`src/hdl/gdiv_pkg.sv`:
```
package gdiv_pkg;

   // operand and datapath widths
   localparam int MANT_W = 53;
   localparam int WORK_W = 64;
   localparam int PROD_W = 128;
   localparam int QUOT_W = 54;
   localparam int SEED_IDX_W = 7;
   localparam int SEED_W = 10;

   // fixed schedule
   localparam int ITER_COUNT = 3;
   localparam int ITER_CNT_W = 2;
   localparam int LATENCY = 10;

   // 1.0 sits on bit 62 of the iteration registers
   localparam int WORK_FRAC = WORK_W - 2;
   // mantissa or quotient lsb lands on work bit 10
   localparam int IN_SHIFT = WORK_FRAC - (MANT_W - 1);
   // seed fraction lines up under the work binary point
   localparam int SEED_SHIFT = WORK_FRAC - SEED_W;
   // n and d alignment inside the 124-fraction-bit product
   localparam int REM_N_SHIFT = 2 * WORK_FRAC - (MANT_W - 1);
   localparam int REM_D_SHIFT = 2 * WORK_FRAC - 2 * (MANT_W - 1);
   // multiplier split into two partial-product rows
   localparam int MUL_SPLIT = WORK_W / 2;

   typedef logic [MANT_W-1:0] mant_t;
   typedef logic [WORK_W-1:0] work_t;
   typedef logic [PROD_W-1:0] prod_t;
   typedef logic [QUOT_W-1:0] quot_t;
   typedef logic [SEED_W-1:0] seed_t;
   typedef logic [1:0]        op_sel_t;

   // multiplicand sources
   localparam op_sel_t MC_N    = 2'd0;
   localparam op_sel_t MC_D    = 2'd1;
   localparam op_sel_t MC_Q    = 2'd2;
   localparam op_sel_t MC_SEED = 2'd3;

   // multiplier sources
   localparam op_sel_t MP_N_IN = 2'd0;
   localparam op_sel_t MP_D_IN = 2'd1;
   localparam op_sel_t MP_F    = 2'd2;
   localparam op_sel_t MP_ZERO = 2'd3;

   typedef enum logic [2:0] {
      IDLE, SEED_N, SEED_D, ITER_N, ITER_D, REM, SEL
   } gdiv_state_t;

endpackage

```
`src/hdl/recip_seed.sv`:
```
`timescale 1ns/100ps

module recip_seed (
   input  logic [gdiv_pkg::SEED_IDX_W-1:0] idx,
   output gdiv_pkg::seed_t                 seed
);
   import gdiv_pkg::*;

   // one entry per divisor interval of width 1/128
   seed_t [0:(1 << SEED_IDX_W)-1] seed_rom;

   // floor(1024 / d_mid), d_mid = 1 + (i + 0.5)/128
   // value is seed/1024, always below 1/d_mid
   // msb always set since 1/d > 0.5
   assign seed_rom = {
      // idx 0..31
      10'd1020, 10'd1012, 10'd1004, 10'd996,  10'd989,  10'd981,  10'd974,  10'd967,
      10'd960,  10'd953,  10'd946,  10'd939,  10'd932,  10'd926,  10'd919,  10'd913,
      10'd907,  10'd900,  10'd894,  10'd888,  10'd882,  10'd876,  10'd870,  10'd865,
      10'd859,  10'd853,  10'd848,  10'd842,  10'd837,  10'd832,  10'd826,  10'd821,
      // idx 32..63
      10'd816,  10'd811,  10'd806,  10'd801,  10'd796,  10'd791,  10'd787,  10'd782,
      10'd777,  10'd773,  10'd768,  10'd764,  10'd759,  10'd755,  10'd751,  10'd746,
      10'd742,  10'd738,  10'd734,  10'd730,  10'd726,  10'd722,  10'd718,  10'd714,
      10'd710,  10'd706,  10'd702,  10'd699,  10'd695,  10'd691,  10'd688,  10'd684,
      // idx 64..95
      10'd680,  10'd677,  10'd673,  10'd670,  10'd667,  10'd663,  10'd660,  10'd657,
      10'd653,  10'd650,  10'd647,  10'd644,  10'd640,  10'd637,  10'd634,  10'd631,
      10'd628,  10'd625,  10'd622,  10'd619,  10'd616,  10'd613,  10'd611,  10'd608,
      10'd605,  10'd602,  10'd599,  10'd597,  10'd594,  10'd591,  10'd589,  10'd586,
      // idx 96..127
      10'd583,  10'd581,  10'd578,  10'd576,  10'd573,  10'd571,  10'd568,  10'd566,
      10'd563,  10'd561,  10'd558,  10'd556,  10'd554,  10'd551,  10'd549,  10'd547,
      10'd544,  10'd542,  10'd540,  10'd538,  10'd536,  10'd533,  10'd531,  10'd529,
      10'd527,  10'd525,  10'd523,  10'd521,  10'd519,  10'd517,  10'd515,  10'd513
   };

   // purely combinational lookup
   assign seed = seed_rom[idx];

endmodule

```
`config.mk`:
```
export PLATFORM = sky130hd
export DESIGN_NAME = recip_seed
export DESIGN_NICKNAME = d
export VERILOG_FILES = /design/src/hdl/gdiv_pkg.sv /design/src/hdl/recip_seed.sv
export SDC_FILE = /design/constraint.sdc
export NUM_CORES = 1
export LEC_CHECK = 0
export ABC_CLOCK_PERIOD_IN_PS = 2600
export BUFFER_PORTS_ARGS = -buffer_cell sky130_fd_sc_hd__buf_4
export CORE_UTILIZATION = 41
export DETAILED_ROUTE_END_ITERATION = 10
export GPL_ROUTABILITY_DRIVEN = 0
export PLACE_DENSITY = 0.67
export RECOVER_POWER = 100
export SETUP_SLACK_MARGIN = 0.1
export SYNTH_ARGS = -nofsm -noshare
export SYNTH_HDL_FRONTEND = slang
export SYNTH_SLANG_ARGS = --single-unit
```
`constraint.sdc`:
```
create_clock -name vclk -period 2.6
set_input_delay 0.39 -clock vclk [all_inputs]
set_output_delay 0.39 -clock vclk [all_outputs]
set_load 0.02 [all_outputs]
```
==> reports/results.tsv <==
metric	value	unit
status	finished, final reports clean	
num ports	17	
post-layout util	0.5122	
GRT overflow	0	
initial core utilization	0.4465	
Core ar.	0.003178	sq mm
Detail Route Antenna Nets	0	
CP Max Fanout	7	
Netlist cell types	52	
Hold Slack	1.247	ns
min Tclk post-route	2.471	ns
final setup fails	0	
max capacitance violation total	0	
Iteration-0 DRC Markers	135	
Final WS setup	0.1294	ns
maximum VDD drop	0.00008721	V
sequential cells	0	
Top Metal Used	met4	
Post-Syn Area	0.001419	sq mm
vias in the first global route	1449	
max incr delay on CP	0.48	ns
metal3 WL	405	um
Post-DP Area	0.001595	sq mm
Die Y	60.83	um
Final nets	250	
commonest non-fill, non-tap cell in the layout	nand2_1	
initial antenna violation count	0	
Hold Path Class	input pin to output pin	
syn_nets	240	
final wirelength	4.452	mm
number of hold buffers added after CTS	0	
WL met2	1.920	mm
CLK BUF	0	
# rows	20	
worst setup path start	idx[0]	
post-route cell area	0.001628	sq mm
FMAX	0.4048	GHz
largest net degree at the start of global routing	52	
Fin Setup TNS	0	ns
RSZ-0062 raised after global routing	true	
Crit. End Element	output pin	
hold_sp	idx[6]	
Place WS	0.07754	ns
type of the worst setup path	input pin to output pin	
Via density	6.389	
Pleak	0.6702	nW
critical path's slowest cell	mux4_2	
commonest non-fill, non-tap cells in the layout	33 x nand2_1, 23 x buf_4, 17 x a21oi_1	
Critical Path RT	2.21	ns
final period utilization	0.9502	
Syn Inst Count	218	
1st-pass router iterations	5	
Layout area overhead	14.73	%
Metal-1 WL	2.084	mm
Syn Area/Cell	6.509	sq um
Max Transition Viols Final	0	
vias post-DR	1725	
dpl hpwl	3.110	mm
CP startpoint kind	input pin	
average wire per standard cell	16.49	um
Die Wd	60.83	um
register area	0	sq um
critical path cell sequence	buf_6 > clkinvlp_4 > ha_1 > buf_4 > a31oi_1 > o21ai_0 > mux4_2 > buf_4	
power density cells	199.9	mW/mm^2
drc violations	0	
cell mode on critical path	buf_4	
Global Route Usage Sum	0.2499	
ant diodes	0	
share of cells above drive strength 1	0.1903	
sequential area share after synthesis	0	
Hold Violations, Final	0	
die area	0.003700	sq mm
first-pass GRT wire length	7.155	mm
Synth Warn #	0	
Critical Path AT	2.08	ns
input/output buffers	16	
==> kinds of logic after synthesis <==
family                     after synthesis  synth area share
buffers and inverters                   33            0.1120
adders and majority gates               15            0.1323
other                                    1          0.002643
AOI/OAI and AO/OA                       94            0.4559
muxes                                    8           0.07495
and+or+nand+nor                         67            0.2222
==> cell type report <==
type / instances / area, sq um
inverters: 10 / 41.29
multi-input cells: 185 / 1285
fillers: 331 / 1550
well taps: 44 / 55.05
repair buffers: 31 / 246.5
==> through the flow <==
stage / std cells / power, mW
after global placement: 268 / 0.3163
after global routing: 270 / 0.3538
after floorplan: 218 / 0.2223
after CTS: 270 / 0.3235
after detailed placement: 268 / 0.3168
final: 270 / 0.3254
==> per-layer routing <==
metal  track usage  vias to the layer above
li1              -                      840
met1        0.3891                      769
met2        0.3752                      107
met3       0.01066                        9
met4       0.05519                        0
met5             0                        -
==> worst paths after layout <==
path              slack (ns)      end  cells after the start
setup / recovery        0.13  seed[5]                      8
hold / removal          1.25  seed[8]                      3
==> power by group <==
group	switching, mW	internal (mW)	total (mW)
logic	0.194	0.131	0.325
registers	0	0	0
clock network	0	0	0
total	0.194	0.131	0.325
==> worst max-delay path: cells and delay by family <==
| family | cells | cell delay, ns |
|---|---|---|
| muxes | 1 | 0.48 |
| buffers and inverters | 4 | 0.62 |
| adders and majority gates | 1 | 0.34 |
| AOI/OAI and AO/OA | 2 | 0.24 |
==> repair_timing <==
item	CTS	global route
cloned	0	0
endpoints found under the setup margin	1	6
pin swaps	1	5
setup buffers	2	0
resized for setup	3	5
==> synthesized netlist by cell type (all sizes together) (5+ instances only) <==
cell type / number / area [sq um]
o211ai: 10 / 80.07
a311oi: 5 / 43.79
a211oi: 7 / 52.55
ha: 15 / 187.7
buf: 15 / 91.33
o21ai: 19 / 95.09
clkbuf: 8 / 30.03
nor2: 10 / 37.54
a21oi: 17 / 85.08
a31oi: 5 / 31.28
nand2: 34 / 130.1
mux2i: 5 / 50.05
inv: 10 / 37.54
(Power assumes the default switching activity.)
