## src/hdl/gdiv_pkg.sv

```systemverilog
package gdiv_pkg;

   // operand and datapath widths
   localparam int MANT_W = 53;
   localparam int WORK_W = 64;
   localparam int PROD_W = 128;
   localparam int QUOT_W = 54;
   localparam int SEED_IDX_W = 7;
   localparam int SEED_W = 10;

   // fixed schedule
   localparam int ITER_COUNT = 3;
   localparam int ITER_CNT_W = 2;
   localparam int LATENCY = 10;

   // 1.0 sits on bit 62 of the iteration registers
   localparam int WORK_FRAC = WORK_W - 2;
   // mantissa or quotient lsb lands on work bit 10
   localparam int IN_SHIFT = WORK_FRAC - (MANT_W - 1);
   // seed fraction lines up under the work binary point
   localparam int SEED_SHIFT = WORK_FRAC - SEED_W;
   // n and d alignment inside the 124-fraction-bit product
   localparam int REM_N_SHIFT = 2 * WORK_FRAC - (MANT_W - 1);
   localparam int REM_D_SHIFT = 2 * WORK_FRAC - 2 * (MANT_W - 1);
   // multiplier split into two partial-product rows
   localparam int MUL_SPLIT = WORK_W / 2;

   typedef logic [MANT_W-1:0] mant_t;
   typedef logic [WORK_W-1:0] work_t;
   typedef logic [PROD_W-1:0] prod_t;
   typedef logic [QUOT_W-1:0] quot_t;
   typedef logic [SEED_W-1:0] seed_t;
   typedef logic [1:0]        op_sel_t;

   // multiplicand sources
   localparam op_sel_t MC_N    = 2'd0;
   localparam op_sel_t MC_D    = 2'd1;
   localparam op_sel_t MC_Q    = 2'd2;
   localparam op_sel_t MC_SEED = 2'd3;

   // multiplier sources
   localparam op_sel_t MP_N_IN = 2'd0;
   localparam op_sel_t MP_D_IN = 2'd1;
   localparam op_sel_t MP_F    = 2'd2;
   localparam op_sel_t MP_ZERO = 2'd3;

   typedef enum logic [2:0] {
      IDLE, SEED_N, SEED_D, ITER_N, ITER_D, REM, SEL
   } gdiv_state_t;

endpackage

```

## src/hdl/quot_correct.sv

```systemverilog
`timescale 1ns/100ps

module quot_correct (
   input  logic            clk,
   input  logic            reset,
   input  logic            load,
   input  gdiv_pkg::quot_t q_est,
   input  gdiv_pkg::mant_t d_reg,
   input  gdiv_pkg::prod_t rem,
   output gdiv_pkg::quot_t quot,
   output logic            inexact
);
   import gdiv_pkg::*;

   quot_t q_inc;
   prod_t rem_low;
   logic  rem_neg;
   quot_t q_sel;
   logic  inexact_sel;

   // estimate is never above the exact quotient, nor more than 1 ulp below
   assign q_inc = q_est + quot_t'(1);

   // sign of rem = n - (q_est+1)*d decides
   assign rem_neg = rem[PROD_W-1];

   // remainder of q_est itself at the same scale as rem
   assign rem_low = rem + (prod_t'(d_reg) << REM_D_SHIFT);

   always_comb begin
      if (!rem_neg) begin
         // q_est+1 still fits under n/d
         q_sel       = q_inc;
         inexact_sel = |rem;
      end else begin
         q_sel       = q_est;
         inexact_sel = |rem_low;
      end
   end

   // held until the next division completes
   always_ff @(posedge clk) begin
      if (reset) begin
         quot    <= '0;
         inexact <= 1'b0;
      end else if (load) begin
         quot    <= q_sel;
         inexact <= inexact_sel;
      end
   end

endmodule

```

## config.mk

```make
export PLATFORM = sky130hd
export DESIGN_NAME = quot_correct
export DESIGN_NICKNAME = d
export VERILOG_FILES = /design/src/hdl/gdiv_pkg.sv /design/src/hdl/quot_correct.sv
export SDC_FILE = /design/constraint.sdc
export NUM_CORES = 1
export LEC_CHECK = 0
export ABC_AREA = 0
export BUFFER_PORTS_ARGS = -buffer_cell sky130_fd_sc_hd__buf_2
export CELL_PAD_IN_SITES_DETAIL_PLACEMENT = 2
export CELL_PAD_IN_SITES_GLOBAL_PLACEMENT = 2
export CORE_UTILIZATION = 30
export DETAILED_ROUTE_END_ITERATION = 7
export HOLD_SLACK_MARGIN = 0.08
export PLACE_DENSITY = 0.95
export SETUP_SLACK_MARGIN = 0.05
export SLEW_MARGIN = 0
export SYNTH_ARGS = -nofsm -noshare
export SYNTH_HDL_FRONTEND = slang
export SYNTH_SLANG_ARGS = --single-unit
```

## constraint.sdc

```tcl
create_clock -name clk -period 4.9 [get_ports clk]
set_input_delay 0.49 -clock clk [delete_from_list [all_inputs] [get_ports clk]]
set_output_delay 0.49 -clock clk [all_outputs]
set_load 0.01 [all_outputs]
```

==> impl_metrics.env <==
export IMPL_outcome="complete, no violations"
export IMPL_syn_num_nets=1542
export IMPL_grt_max_degree=110
export IMPL_cts_setup_buffers=0
export IMPL_cp_max_fo=10
export IMPL_die_w_um=171
export IMPL_ys_flop_type="dfxtp_1"
export IMPL_antenna_left=0
export IMPL_antenna_found_initial=4
export IMPL_drive_gt1_frac=0.235
export IMPL_seq_area_frac_synth=0.128
export IMPL_r2r_cells=10
export IMPL_power_switching_mw=0.978
export IMPL_rsz0062_at_grt="false"
export IMPL_r2r_slack_ns=2.23
export IMPL_hold_depth=3
export IMPL_firstDrtPassIters=5
export IMPL_cts_inserted_buffers=5
export IMPL_fin_crit_sh=0.902
export IMPL_yosysTopAreaCell="dfxtp_1"
export IMPL_p_leak_nw=4.13
export IMPL_gp_congestion=1.01
export IMPL_critPathBufInv=1
export IMPL_setup_viol=0
export IMPL_cp_num_cells=13
export IMPL_fin_worst_skew_ns=0
export IMPL_power_frac_seq=0.241
export IMPL_core_area_mm2=0.0280
export IMPL_maxSlewViolCount=0
export IMPL_clockBufferDepth=2
export IMPL_netlist_area_mm2=0.00859
export IMPL_max_freq_ghz=0.226
export IMPL_relSlewSlack=0.222
export IMPL_critical_path_top_delay_family="compound AO/OA/AOI/OAI gates"
export IMPL_crit_chain="buf_2, ha_1, nand2_1, o21ai_0, a21oi_1, nor2b_1, o21ai_0, o2111ai_1, a2111o_1, nor4_1, o2111ai_1, nor4_1, a41oi_1"
export IMPL_place_hpwl_um=44800
export IMPL_criticalPathCategory="in -> reg"
export IMPL_cts_clk_slew_worst_paths_ns=0.09
export IMPL_h_tree_depth=2
export IMPL_layout_common_cells="291 x buf_2, 144 x nor2_1, 141 x nand2_1, 90 x a21oi_1, 70 x nand4_1"
export IMPL_root_buffer="clkbuf_16"
export IMPL_hold_ws_ns=0.479
export IMPL_wl_um=53600
export IMPL_p_per_area_mw_per_mm2=196
export IMPL_rows=61
export IMPL_synth_cells=1249
export IMPL_critPathMaxStageDelay_ns=0.60
export IMPL_ys_async_sr_fraction=0
export IMPL_r2r_start="inexact$_SDFFE_PP0P_"
export IMPL_drv_cap=0
export IMPL_drc_errors=0
export IMPL_fin_nets=1796
export IMPL_ios=293
export IMPL_synth_top_area_share=0.128
export IMPL_vdd_ir_drop_max_v=0.000126
export IMPL_fin_crit_ns=4.42
export IMPL_worst_ep_required_time_ns=5.09
export IMPL_hold_buffers=0
export IMPL_multi_input_area_mm2=0.00712
export IMPL_layout_commonest_cell="buf_2"
export IMPL_cts_sinks=55
export IMPL_dp_slack_ns=0.535
export IMPL_hold_violations=0
export IMPL_grt_overflow=0
export IMPL_first_iter_violations=1196
export IMPL_min_path_type="in -> reg"
export IMPL_endpoint="inexact$_SDFFE_PP0P_"
export IMPL_crit_path_start="rem[71]"
export IMPL_insertion_delay_ns=0.32
export IMPL_die_h_um=171
export IMPL_ys_seq_elements=55
export IMPL_crit_arrival_ns=4.61
export IMPL_ff_latch_area_mm2=0.00110
export IMPL_ys_warn_count=0
export IMPL_clockPowerShare=0.226
export IMPL_critical_path_startpoint_type="input port"
export IMPL_comb_power_share=0.534
export IMPL_post_drt_via_cell_ratio=6.43
export IMPL_p_int_mw=1.10
export IMPL_power_mw=2.07
export IMPL_start_util=0.307
export IMPL_wl_per_cell_um=28.4
export IMPL_end_kind="flip-flop"
export IMPL_timing_rr_end="inexact$_SDFFE_PP0P_"
export IMPL_cp_slowest_cell="o21ai_0"
export IMPL_vias=12100
export IMPL_fillers=3440
export IMPL_syn2layout_area_growth_pct=22.9
export IMPL_grtUsageTotal=0.358
export IMPL_hp_start="q_est[33]"
export IMPL_worst_slack_ns=0.480
export IMPL_cts_tree="yes"
export IMPL_setup_tns_ns=0
export IMPL_cts_resized=0
export IMPL_grt_pass1_vias=12800
export IMPL_dieArea_mm2=0.0293
export IMPL_fin_area_mm2=0.0106
export IMPL_synth_area_per_cell_um2=6.88
export IMPL_synth_distinct_cells=98
export IMPL_io_buffers=292
export IMPL_worst_slew_pin_slew_ns=1.17
export IMPL_placed_cell_area_mm2=0.0104
export IMPL_switching_share=0.471
export IMPL_synth_edf_count=0
export IMPL_synthTopCellsByArea="dfxtp_1 13%, ha_1 7.9%, nor2_1 6.3%"
export IMPL_grt_pass1_wl_um=78600
==> routing by layer <==
layer	global-route usage	up-vias	share of wire
met4	0.169	0	0.050
met2	0.607	639	0.47
li1	-	5339	-
met1	0.444	5996	0.40
met3	0.0518	175	0.071
met5	0	-	0
==> cell type report <==
cell class / count / share of cell area
tap: 378 / 0.0448
multi-input combinational: 1107 / 0.674
timing repair buffer: 306 / 0.149
inverter: 28 / 0.00995
sequential: 55 / 0.104
clock inverter: 3 / 0.00474
clock buffer: 5 / 0.0118
antenna: 6 / 0.00142
==> Yosys cell counts, drive strengths merged (7+ instances only) <==
cell type,number
clkbuf,31
nand4,72
nor4,54
xnor2,28
a21oi,94
xor2,38
a211oi,52
dfxtp,55
a21o,13
and3,17
nor2,145
o2111ai,10
or3,23
inv,28
nand2,141
ha,54
and4,13
o22ai,8
o211ai,16
o21bai,9
a31oi,14
o31ai,10
or4,7
o21ai,79
nand2b,9
a311oi,11
nor3,33
nand3,47
o21a,9
a221oi,7
buf,28
==> worst reg2reg max path, stage by stage (launching register included) <==
cell and delay (ns):
dfxtp_1 0.37, nand2b_1 0.10, o2111ai_1 0.16, a211oi_1 0.22, nand4_1 0.16, a2111oi_0 0.45, nand4_1 0.15, a211o_1 0.24
nor4_1 0.38, and3_1 0.23, a41oi_1 0.09
==> registers in the layout, summed over array words and instances, names as in the netlist <==
name,flops
quot,54
inexact,1
==> cell families (layout without fill, tap and decap cells) <==
family / Yosys count / in the layout / synth area share
simple gates: 596 / 596 / 0.360
compound gates: 381 / 381 / 0.310
buf+inv: 87 / 342 / 0.0427
xor+xnor: 66 / 66 / 0.0673
fa+ha+maj: 55 / 55 / 0.0810
flops: 55 / 55 / 0.128
mux: 9 / 9 / 0.0109
other cells: 0 / 6 / 0
==> power groups by stage <==
stage                     clock, mW  combinational (mW)  sequential, mW
after global routing          0.485                1.16           0.502
final                         0.468                1.11           0.500
after global placement            0                1.03           0.504
after floorplan                   0               0.584           0.519
after detailed placement          0                1.06           0.508
after CTS                     0.470                1.08           0.499
==> how the worst min path moves through the flow <==
stage	endpoint	slack, ns
6_report	quot[33]$_SDFFE_PP0P_	0.48
5_1_grt	quot[48]$_SDFFE_PP0P_	0.51
4_1_cts	quot[15]$_SDFFE_PP0P_	0.48
3_5_place_dp	quot[14]$_SDFFE_PP0P_	0.48
3_3_place_gp	quot[39]$_SDFFE_PP0P_	0.47
2_1_floorplan	quot[15]$_SDFFE_PP0P_	0.50
==> metrics by stage <==
stage	cells	utilization
floorplan	1249	-
global placement	1874	0.370
detailed placement	1874	0.370
CTS	1882	0.377
global route	1885	0.377
finish	1888	0.377
No activity file was read; power rests on OpenSTA's default activity.
