## src/hdl/gdiv_pkg.sv

```systemverilog
package gdiv_pkg;

   // operand and datapath widths
   localparam int MANT_W = 53;
   localparam int WORK_W = 64;
   localparam int PROD_W = 128;
   localparam int QUOT_W = 54;
   localparam int SEED_IDX_W = 7;
   localparam int SEED_W = 10;

   // fixed schedule
   localparam int ITER_COUNT = 3;
   localparam int ITER_CNT_W = 2;
   localparam int LATENCY = 10;

   // 1.0 sits on bit 62 of the iteration registers
   localparam int WORK_FRAC = WORK_W - 2;
   // mantissa or quotient lsb lands on work bit 10
   localparam int IN_SHIFT = WORK_FRAC - (MANT_W - 1);
   // seed fraction lines up under the work binary point
   localparam int SEED_SHIFT = WORK_FRAC - SEED_W;
   // n and d alignment inside the 124-fraction-bit product
   localparam int REM_N_SHIFT = 2 * WORK_FRAC - (MANT_W - 1);
   localparam int REM_D_SHIFT = 2 * WORK_FRAC - 2 * (MANT_W - 1);
   // multiplier split into two partial-product rows
   localparam int MUL_SPLIT = WORK_W / 2;

   typedef logic [MANT_W-1:0] mant_t;
   typedef logic [WORK_W-1:0] work_t;
   typedef logic [PROD_W-1:0] prod_t;
   typedef logic [QUOT_W-1:0] quot_t;
   typedef logic [SEED_W-1:0] seed_t;
   typedef logic [1:0]        op_sel_t;

   // multiplicand sources
   localparam op_sel_t MC_N    = 2'd0;
   localparam op_sel_t MC_D    = 2'd1;
   localparam op_sel_t MC_Q    = 2'd2;
   localparam op_sel_t MC_SEED = 2'd3;

   // multiplier sources
   localparam op_sel_t MP_N_IN = 2'd0;
   localparam op_sel_t MP_D_IN = 2'd1;
   localparam op_sel_t MP_F    = 2'd2;
   localparam op_sel_t MP_ZERO = 2'd3;

   typedef enum logic [2:0] {
      IDLE, SEED_N, SEED_D, ITER_N, ITER_D, REM, SEL
   } gdiv_state_t;

endpackage

```

## src/hdl/gdiv_ctrl_if.sv

```systemverilog
`timescale 1ns/100ps

interface gdiv_ctrl_if;
   import gdiv_pkg::*;

   // register load strobes
   logic    load_n;
   logic    load_d;
   logic    load_f;
   logic    load_q;
   logic    load_r;
   // operand selects for the shared multiplier
   op_sel_t sel_mcand;
   op_sel_t sel_mplier;
   // remainder pass negates the product and adds n
   logic    rem_mode;

   modport ctrl (output load_n, load_d, load_f, load_q, load_r,
                 output sel_mcand, sel_mplier, rem_mode);

   modport dp (input load_n, load_d, load_f, load_q, load_r,
               input sel_mcand, sel_mplier, rem_mode);

endinterface

```

## src/hdl/gdiv_control.sv

```systemverilog
`timescale 1ns/100ps

module gdiv_control (
   input  logic      clk,
   input  logic      reset,
   input  logic      start,
   output logic      busy,
   output logic      done,
   gdiv_ctrl_if.ctrl bus
);
   import gdiv_pkg::*;

   gdiv_state_t           state;
   gdiv_state_t           state_next;
   logic [ITER_CNT_W-1:0] iter_cnt;
   logic                  last_iter;

   // third N/D pair
   assign last_iter = (iter_cnt == ITER_CNT_W'(ITER_COUNT - 1));

   always_ff @(posedge clk) begin
      if (reset) begin
         state    <= IDLE;
         iter_cnt <= '0;
         done     <= 1'b0;
      end else begin
         state <= state_next;
         // quot is registered on the same edge
         done  <= (state == SEL);
         if (state == SEED_D)
            iter_cnt <= '0;
         else if (state == ITER_D)
            iter_cnt <= iter_cnt + 1'b1;
      end
   end

   // start only looked at in IDLE
   always_comb begin
      state_next = state;
      case (state)
         IDLE:    state_next = start ? SEED_N : IDLE;
         SEED_N:  state_next = SEED_D;
         SEED_D:  state_next = ITER_N;
         ITER_N:  state_next = ITER_D;
         ITER_D:  state_next = last_iter ? REM : ITER_N;
         REM:     state_next = SEL;
         SEL:     state_next = IDLE;
         default: state_next = IDLE;
      endcase
   end

   // falls on the edge that raises done
   assign busy = (state != IDLE);

   // one multiply per state
   always_comb begin
      bus.load_n     = 1'b0;
      bus.load_d     = 1'b0;
      bus.load_f     = 1'b0;
      bus.load_q     = 1'b0;
      bus.load_r     = 1'b0;
      bus.sel_mcand  = MC_N;
      bus.sel_mplier = MP_ZERO;
      bus.rem_mode   = 1'b0;
      case (state)
         IDLE: begin
            // operand capture
            bus.load_n = start;
            bus.load_d = start;
         end
         SEED_N: begin
            bus.sel_mcand  = MC_SEED;
            bus.sel_mplier = MP_N_IN;
            bus.load_n     = 1'b1;
         end
         SEED_D: begin
            bus.sel_mcand  = MC_SEED;
            bus.sel_mplier = MP_D_IN;
            bus.load_d     = 1'b1;
            bus.load_f     = 1'b1;
         end
         ITER_N: begin
            bus.sel_mcand  = MC_N;
            bus.sel_mplier = MP_F;
            bus.load_n     = 1'b1;
         end
         ITER_D: begin
            // new F follows every new D
            bus.sel_mcand  = MC_D;
            bus.sel_mplier = MP_F;
            bus.load_d     = 1'b1;
            bus.load_f     = 1'b1;
         end
         REM: begin
            bus.sel_mcand  = MC_Q;
            bus.sel_mplier = MP_D_IN;
            bus.rem_mode   = 1'b1;
            bus.load_r     = 1'b1;
         end
         SEL: begin
            bus.load_q = 1'b1;
         end
         default: begin
            bus.load_q = 1'b0;
         end
      endcase
   end

endmodule

```

## src/flat_wrapper.sv

```systemverilog
// flat-port wrapper written by rule: the top's interface ports become plain ports
module gdiv_control_flat import gdiv_pkg::*;
  (clk, reset, start, busy, done, bus_load_n, bus_load_d, bus_load_f, bus_load_q, bus_load_r, bus_sel_mcand, bus_sel_mplier, bus_rem_mode);
  gdiv_ctrl_if bus_i ();
  input  logic clk;
  input  logic reset;
  input  logic start;
  output logic busy;
  output logic done;
  output wire logic [$bits(bus_i.load_n)-1:0] bus_load_n;
  output wire logic [$bits(bus_i.load_d)-1:0] bus_load_d;
  output wire logic [$bits(bus_i.load_f)-1:0] bus_load_f;
  output wire logic [$bits(bus_i.load_q)-1:0] bus_load_q;
  output wire logic [$bits(bus_i.load_r)-1:0] bus_load_r;
  output wire logic [$bits(bus_i.sel_mcand)-1:0] bus_sel_mcand;
  output wire logic [$bits(bus_i.sel_mplier)-1:0] bus_sel_mplier;
  output wire logic [$bits(bus_i.rem_mode)-1:0] bus_rem_mode;
  assign bus_load_n = bus_i.load_n;
  assign bus_load_d = bus_i.load_d;
  assign bus_load_f = bus_i.load_f;
  assign bus_load_q = bus_i.load_q;
  assign bus_load_r = bus_i.load_r;
  assign bus_sel_mcand = bus_i.sel_mcand;
  assign bus_sel_mplier = bus_i.sel_mplier;
  assign bus_rem_mode = bus_i.rem_mode;
  gdiv_control u_core (.clk(clk), .reset(reset), .start(start), .busy(busy), .done(done), .bus(bus_i));
endmodule
```

## config.mk

```make
export PLATFORM = sky130hd
export DESIGN_NAME = gdiv_control_flat
export DESIGN_NICKNAME = d
export VERILOG_FILES = /design/src/hdl/gdiv_pkg.sv /design/src/hdl/gdiv_ctrl_if.sv /design/src/hdl/gdiv_control.sv /design/src/flat_wrapper.sv
export SDC_FILE = /design/constraint.sdc
export NUM_CORES = 1
export LEC_CHECK = 0
export BUFFER_PORTS_ARGS = -buffer_cell sky130_fd_sc_hd__buf_2
export CORE_AREA = 2 2 39 41
export CTS_BUF_LIST = sky130_fd_sc_hd__clkbuf_2
export CTS_CLUSTER_DIAMETER = 120
export DETAILED_ROUTE_END_ITERATION = 10
export DIE_AREA = 0 0 41 43
export HOLD_SLACK_MARGIN = 0.02
export PLACE_DENSITY_LB_ADDON = 0.3
export SKIP_LAST_GASP = 1
export SLEW_MARGIN = 25
export SYNTH_ARGS = -nofsm -noshare
export SYNTH_HDL_FRONTEND = slang
export SYNTH_SLANG_ARGS = --single-unit
```

## constraint.sdc

```tcl
create_clock -name clk -period 1.7 [get_ports clk]
set_input_delay 0.085 -clock clk [delete_from_list [all_inputs] [get_ports clk]]
set_output_delay 0.085 -clock clk [all_outputs]
set_load 0.1 [all_outputs]
```

==> summary.txt <==
Floorplan
  • Placement row count: 14
  • Horizontal extent of the die: 41 um
  • Overall die height: 43 um
  • Boundary Pins: 15
  • Die Area: 1760 um^2
  • Starting utilization of the core area: 0.288
  • Core region area: 1380 um^2

STA
  • Setup skew after layout: 0.0102 ns
  • Relative max-transition margin: 0.679
  • Fmax: 0.647 GHz
  • Final Hold Viols: 0
  • Slew Viols, Final: 0
  • Setup violation total in the final timing report: 0
  • Setup slack of the critical path after layout: 0.154 ns
  • Crit path time final: 1.55 ns
  • Transition time at the pin with the least slew margin: 0.486 ns
  • Crit share post-route: 0.909
  • Setup repair after global routing missed its margin: false

Critical path
  • Critical path required time: 1.62 ns
  • Critical path startpoint: u_core.state[1]$_SDFF_PP0_
  • Critical Path Start Type: register
  • Setup crit end kind: primary output
  • Type of the setup path with the least slack: reg -> out
  • CP peak stage delay: 0.42 ns
  • Max FO, Critical Path: 13
  • Worst r2r src: u_core.state[2]$_SDFF_PP0_
  • CP max-delay cell: sky130_fd_sc_hd__dfxtp_4
  • Minimum setup slack among reg-to-reg paths: 0.55 ns
  • Series of cell instances along the critical path: and2b_2, a21oi_4, clkinvlp_4, buf_2
  • Data arrival at the endpoint of the critical path: 1.46 ns

Clock network
  • Number of CTS-inserted buffers: 3
  • Clock latency on the worst-skew pair: 0.20 ns
  • Reg clk slew, reported paths: 0.06 ns
  • Clk Tree Root Cell: sky130_fd_sc_hd__clkbuf_2
  • CTS sink cnt: 6
  • CTS Hold Bufs: 0
  • H-Tree Level Count: 1
  • Number of buffers on the longest clock path: 2
  • Number of instances resized during post-cts repair: 0
  • CTS tree: done
  • Post-CTS setup buffers: 0

Finish
  • Final-layout fill cell count: 134
  • Final std cell area, no fill: 642 um^2
  • Fraction of layout cells with a size suffix above 1: 0.485
  • Area Growth Syn to Fin: 61.3%
  • Total inserted antenna cells: 0
  • Final nets: 74

Pwr
  • Power per Cell Area: 988 nW/um^2
  • Peak supply drop: 0.000411 V
  • Static Leak: 0.261 nW

Placement
  • Count of input and output buffers: 14
  • RD Place Congestion: 0.741
  • Worst Setup Slack post-DPL: 0.314 ns
  • Post-Place Cell Area: 624 um^2
  • Final HPWL DP: 655 um

Routing
  • Via count: 395
  • Total DRC errors in the routed layout: 0
  • Number of optimization iterations in the first detailed-route pass: 4
  • Residual antenna-violating net count after detailed routing: 0
  • WL per Instance: 9.77 um
  • Post-DR vias/cell: 4.70
  • Total routed wirelength: 821 um
  • DR iter-0 viols: 11

GRT
  • Vias in the first global route: 292
  • Overall fraction of global-route tracks in use: 0.101
  • Initial antenna violation count: 0
  • Wire length of the first global-routing pass: 1190 um
  • Pin count of the biggest net entering global routing: 14
  • Overflow after GRT: 0

Logic synthesis
  • Warnings, synthesis: 0
  • Gate count after technology mapping: 53
  • Post-synthesis net count: 57
  • Post-Syn Area: 398 um^2
  • Number of different library cells in the post-synthesis netlist: 25
  • Register bit count reported by yosys: 6
  • Fraction of the yosys area taken by sequential cells: 0.302
  • Area share of the largest cell type after synthesis: 0.302
  • Avg Inst Size Synth: 7.51 um^2
  • Biggest area contributors in the synthesized netlist: sky130_fd_sc_hd__dfxtp_1 30%, sky130_fd_sc_hd__nor2_1 6.6%, sky130_fd_sc_hd__buf_6 5.7%
  • Cell type contributing the most total cell area after synthesis: sky130_fd_sc_hd__dfxtp_1

Min path
  • Origin of the worst min-delay path: reset
  • Class of the most critical hold timing path: in -> reg

Run status
  • Run status: complete, no violations

Job
  • MaxCap Viol Count: 0
worst paths after layout:
check | endpoint | cells after the start
worst max register to register | u_core.state[0]$_SDFF_PP0_ | 4
worst max-delay path | bus_sel_mcand[1] | 4
worst min-delay path | u_core.state[1]$_SDFF_PP0_ | 2
worst min register to register | u_core.iter_cnt[0]$_SDFFE_PP0N_ | 2
layer usage:
layer,track usage,vias to the layer above,part of all wire
met5,0,-,0
met2,0.141,13,0.42
li1,-,210,-
met1,0.130,172,0.51
met3,0.0314,0,0.065
met4,0.0600,0,0
power by group:
group,internal (mW),total [mW],switching [mW]
Sequential,0.147,0.161,0.0133
Combinational,0.113,0.384,0.272
Clock,0.0478,0.0892,0.0414
Total,0.308,0.634,0.326
cell usage after synthesis, drive strengths merged:
cell    instances
xnor2           1
inv             4
nor2b           2
and3            1
nand3           2
a21oi           5
buf             4
nor3            2
and2            1
nor2            7
and2b           3
a31oi           2
o21ai           5
nand2b          1
nand2           4
dfxtp           6
a21boi          1
ha              1
a211oi          1
worst max-delay path, delay by kind of cell, from the launching register on:
kind                   cells  cell delay, ns
buffers and inverters      2            0.38
AOI/OAI and AO/OA          1            0.18
DFF                        1            0.42
and+or+nand+nor            1            0.27
metrics by stage:
step / std cells / util / total power, mW / hold slack, ns / setup TNS, ns
4_1_cts: 84 / 0.462 / 0.638 / 0.105 / 0
5_1_grt: 84 / 0.464 / 0.662 / 0.0956 / 0
6_report: 84 / 0.464 / 0.634 / 0.117 / 0
3_3_place_gp: 81 / 0.451 / 0.547 / 0.335 / 0
2_1_floorplan: 53 / - / 0.446 / 0.147 / -0.292
3_5_place_dp: 81 / 0.451 / 0.549 / 0.328 / 0
layout by cell type, fill, tap and decap left out, drive strengths merged, types with 2 or more instances in the layout:
master	netlist	layout
clkbuf	0	3
buf	4	16
nor2b	2	2
dfxtp	6	6
o21ai	5	5
nand3	2	2
nor3	2	2
inv	4	3
nand2	4	4
and2b	3	3
a31oi	2	2
nor2	7	7
a21oi	5	5
cell families after synthesis:
kind of cell / count (synthesis) / synth area share
buf+inv: 8 / 0.126
flops: 6 / 0.302
fa+ha+maj: 1 / 0.0314
compound gates: 14 / 0.217
xor+xnor: 1 / 0.0220
simple gates: 23 / 0.302
layout make-up:
type	instances	area (um^2)	share of cell area
sequential	6	124	0.193
clock buffer	3	15.0	0.0234
timing repair buffer	16	205	0.320
multi-input combinational	39	259	0.404
inverter	4	18.8	0.0292
tap	16	20.0	0.0312
state kept, by name, indices dropped and copies added (netlist names):
register         count
u_core.iter_cnt      2
u_core.done          1
u_core.state         3
Note: power is estimated with default switching activity, not from simulation.
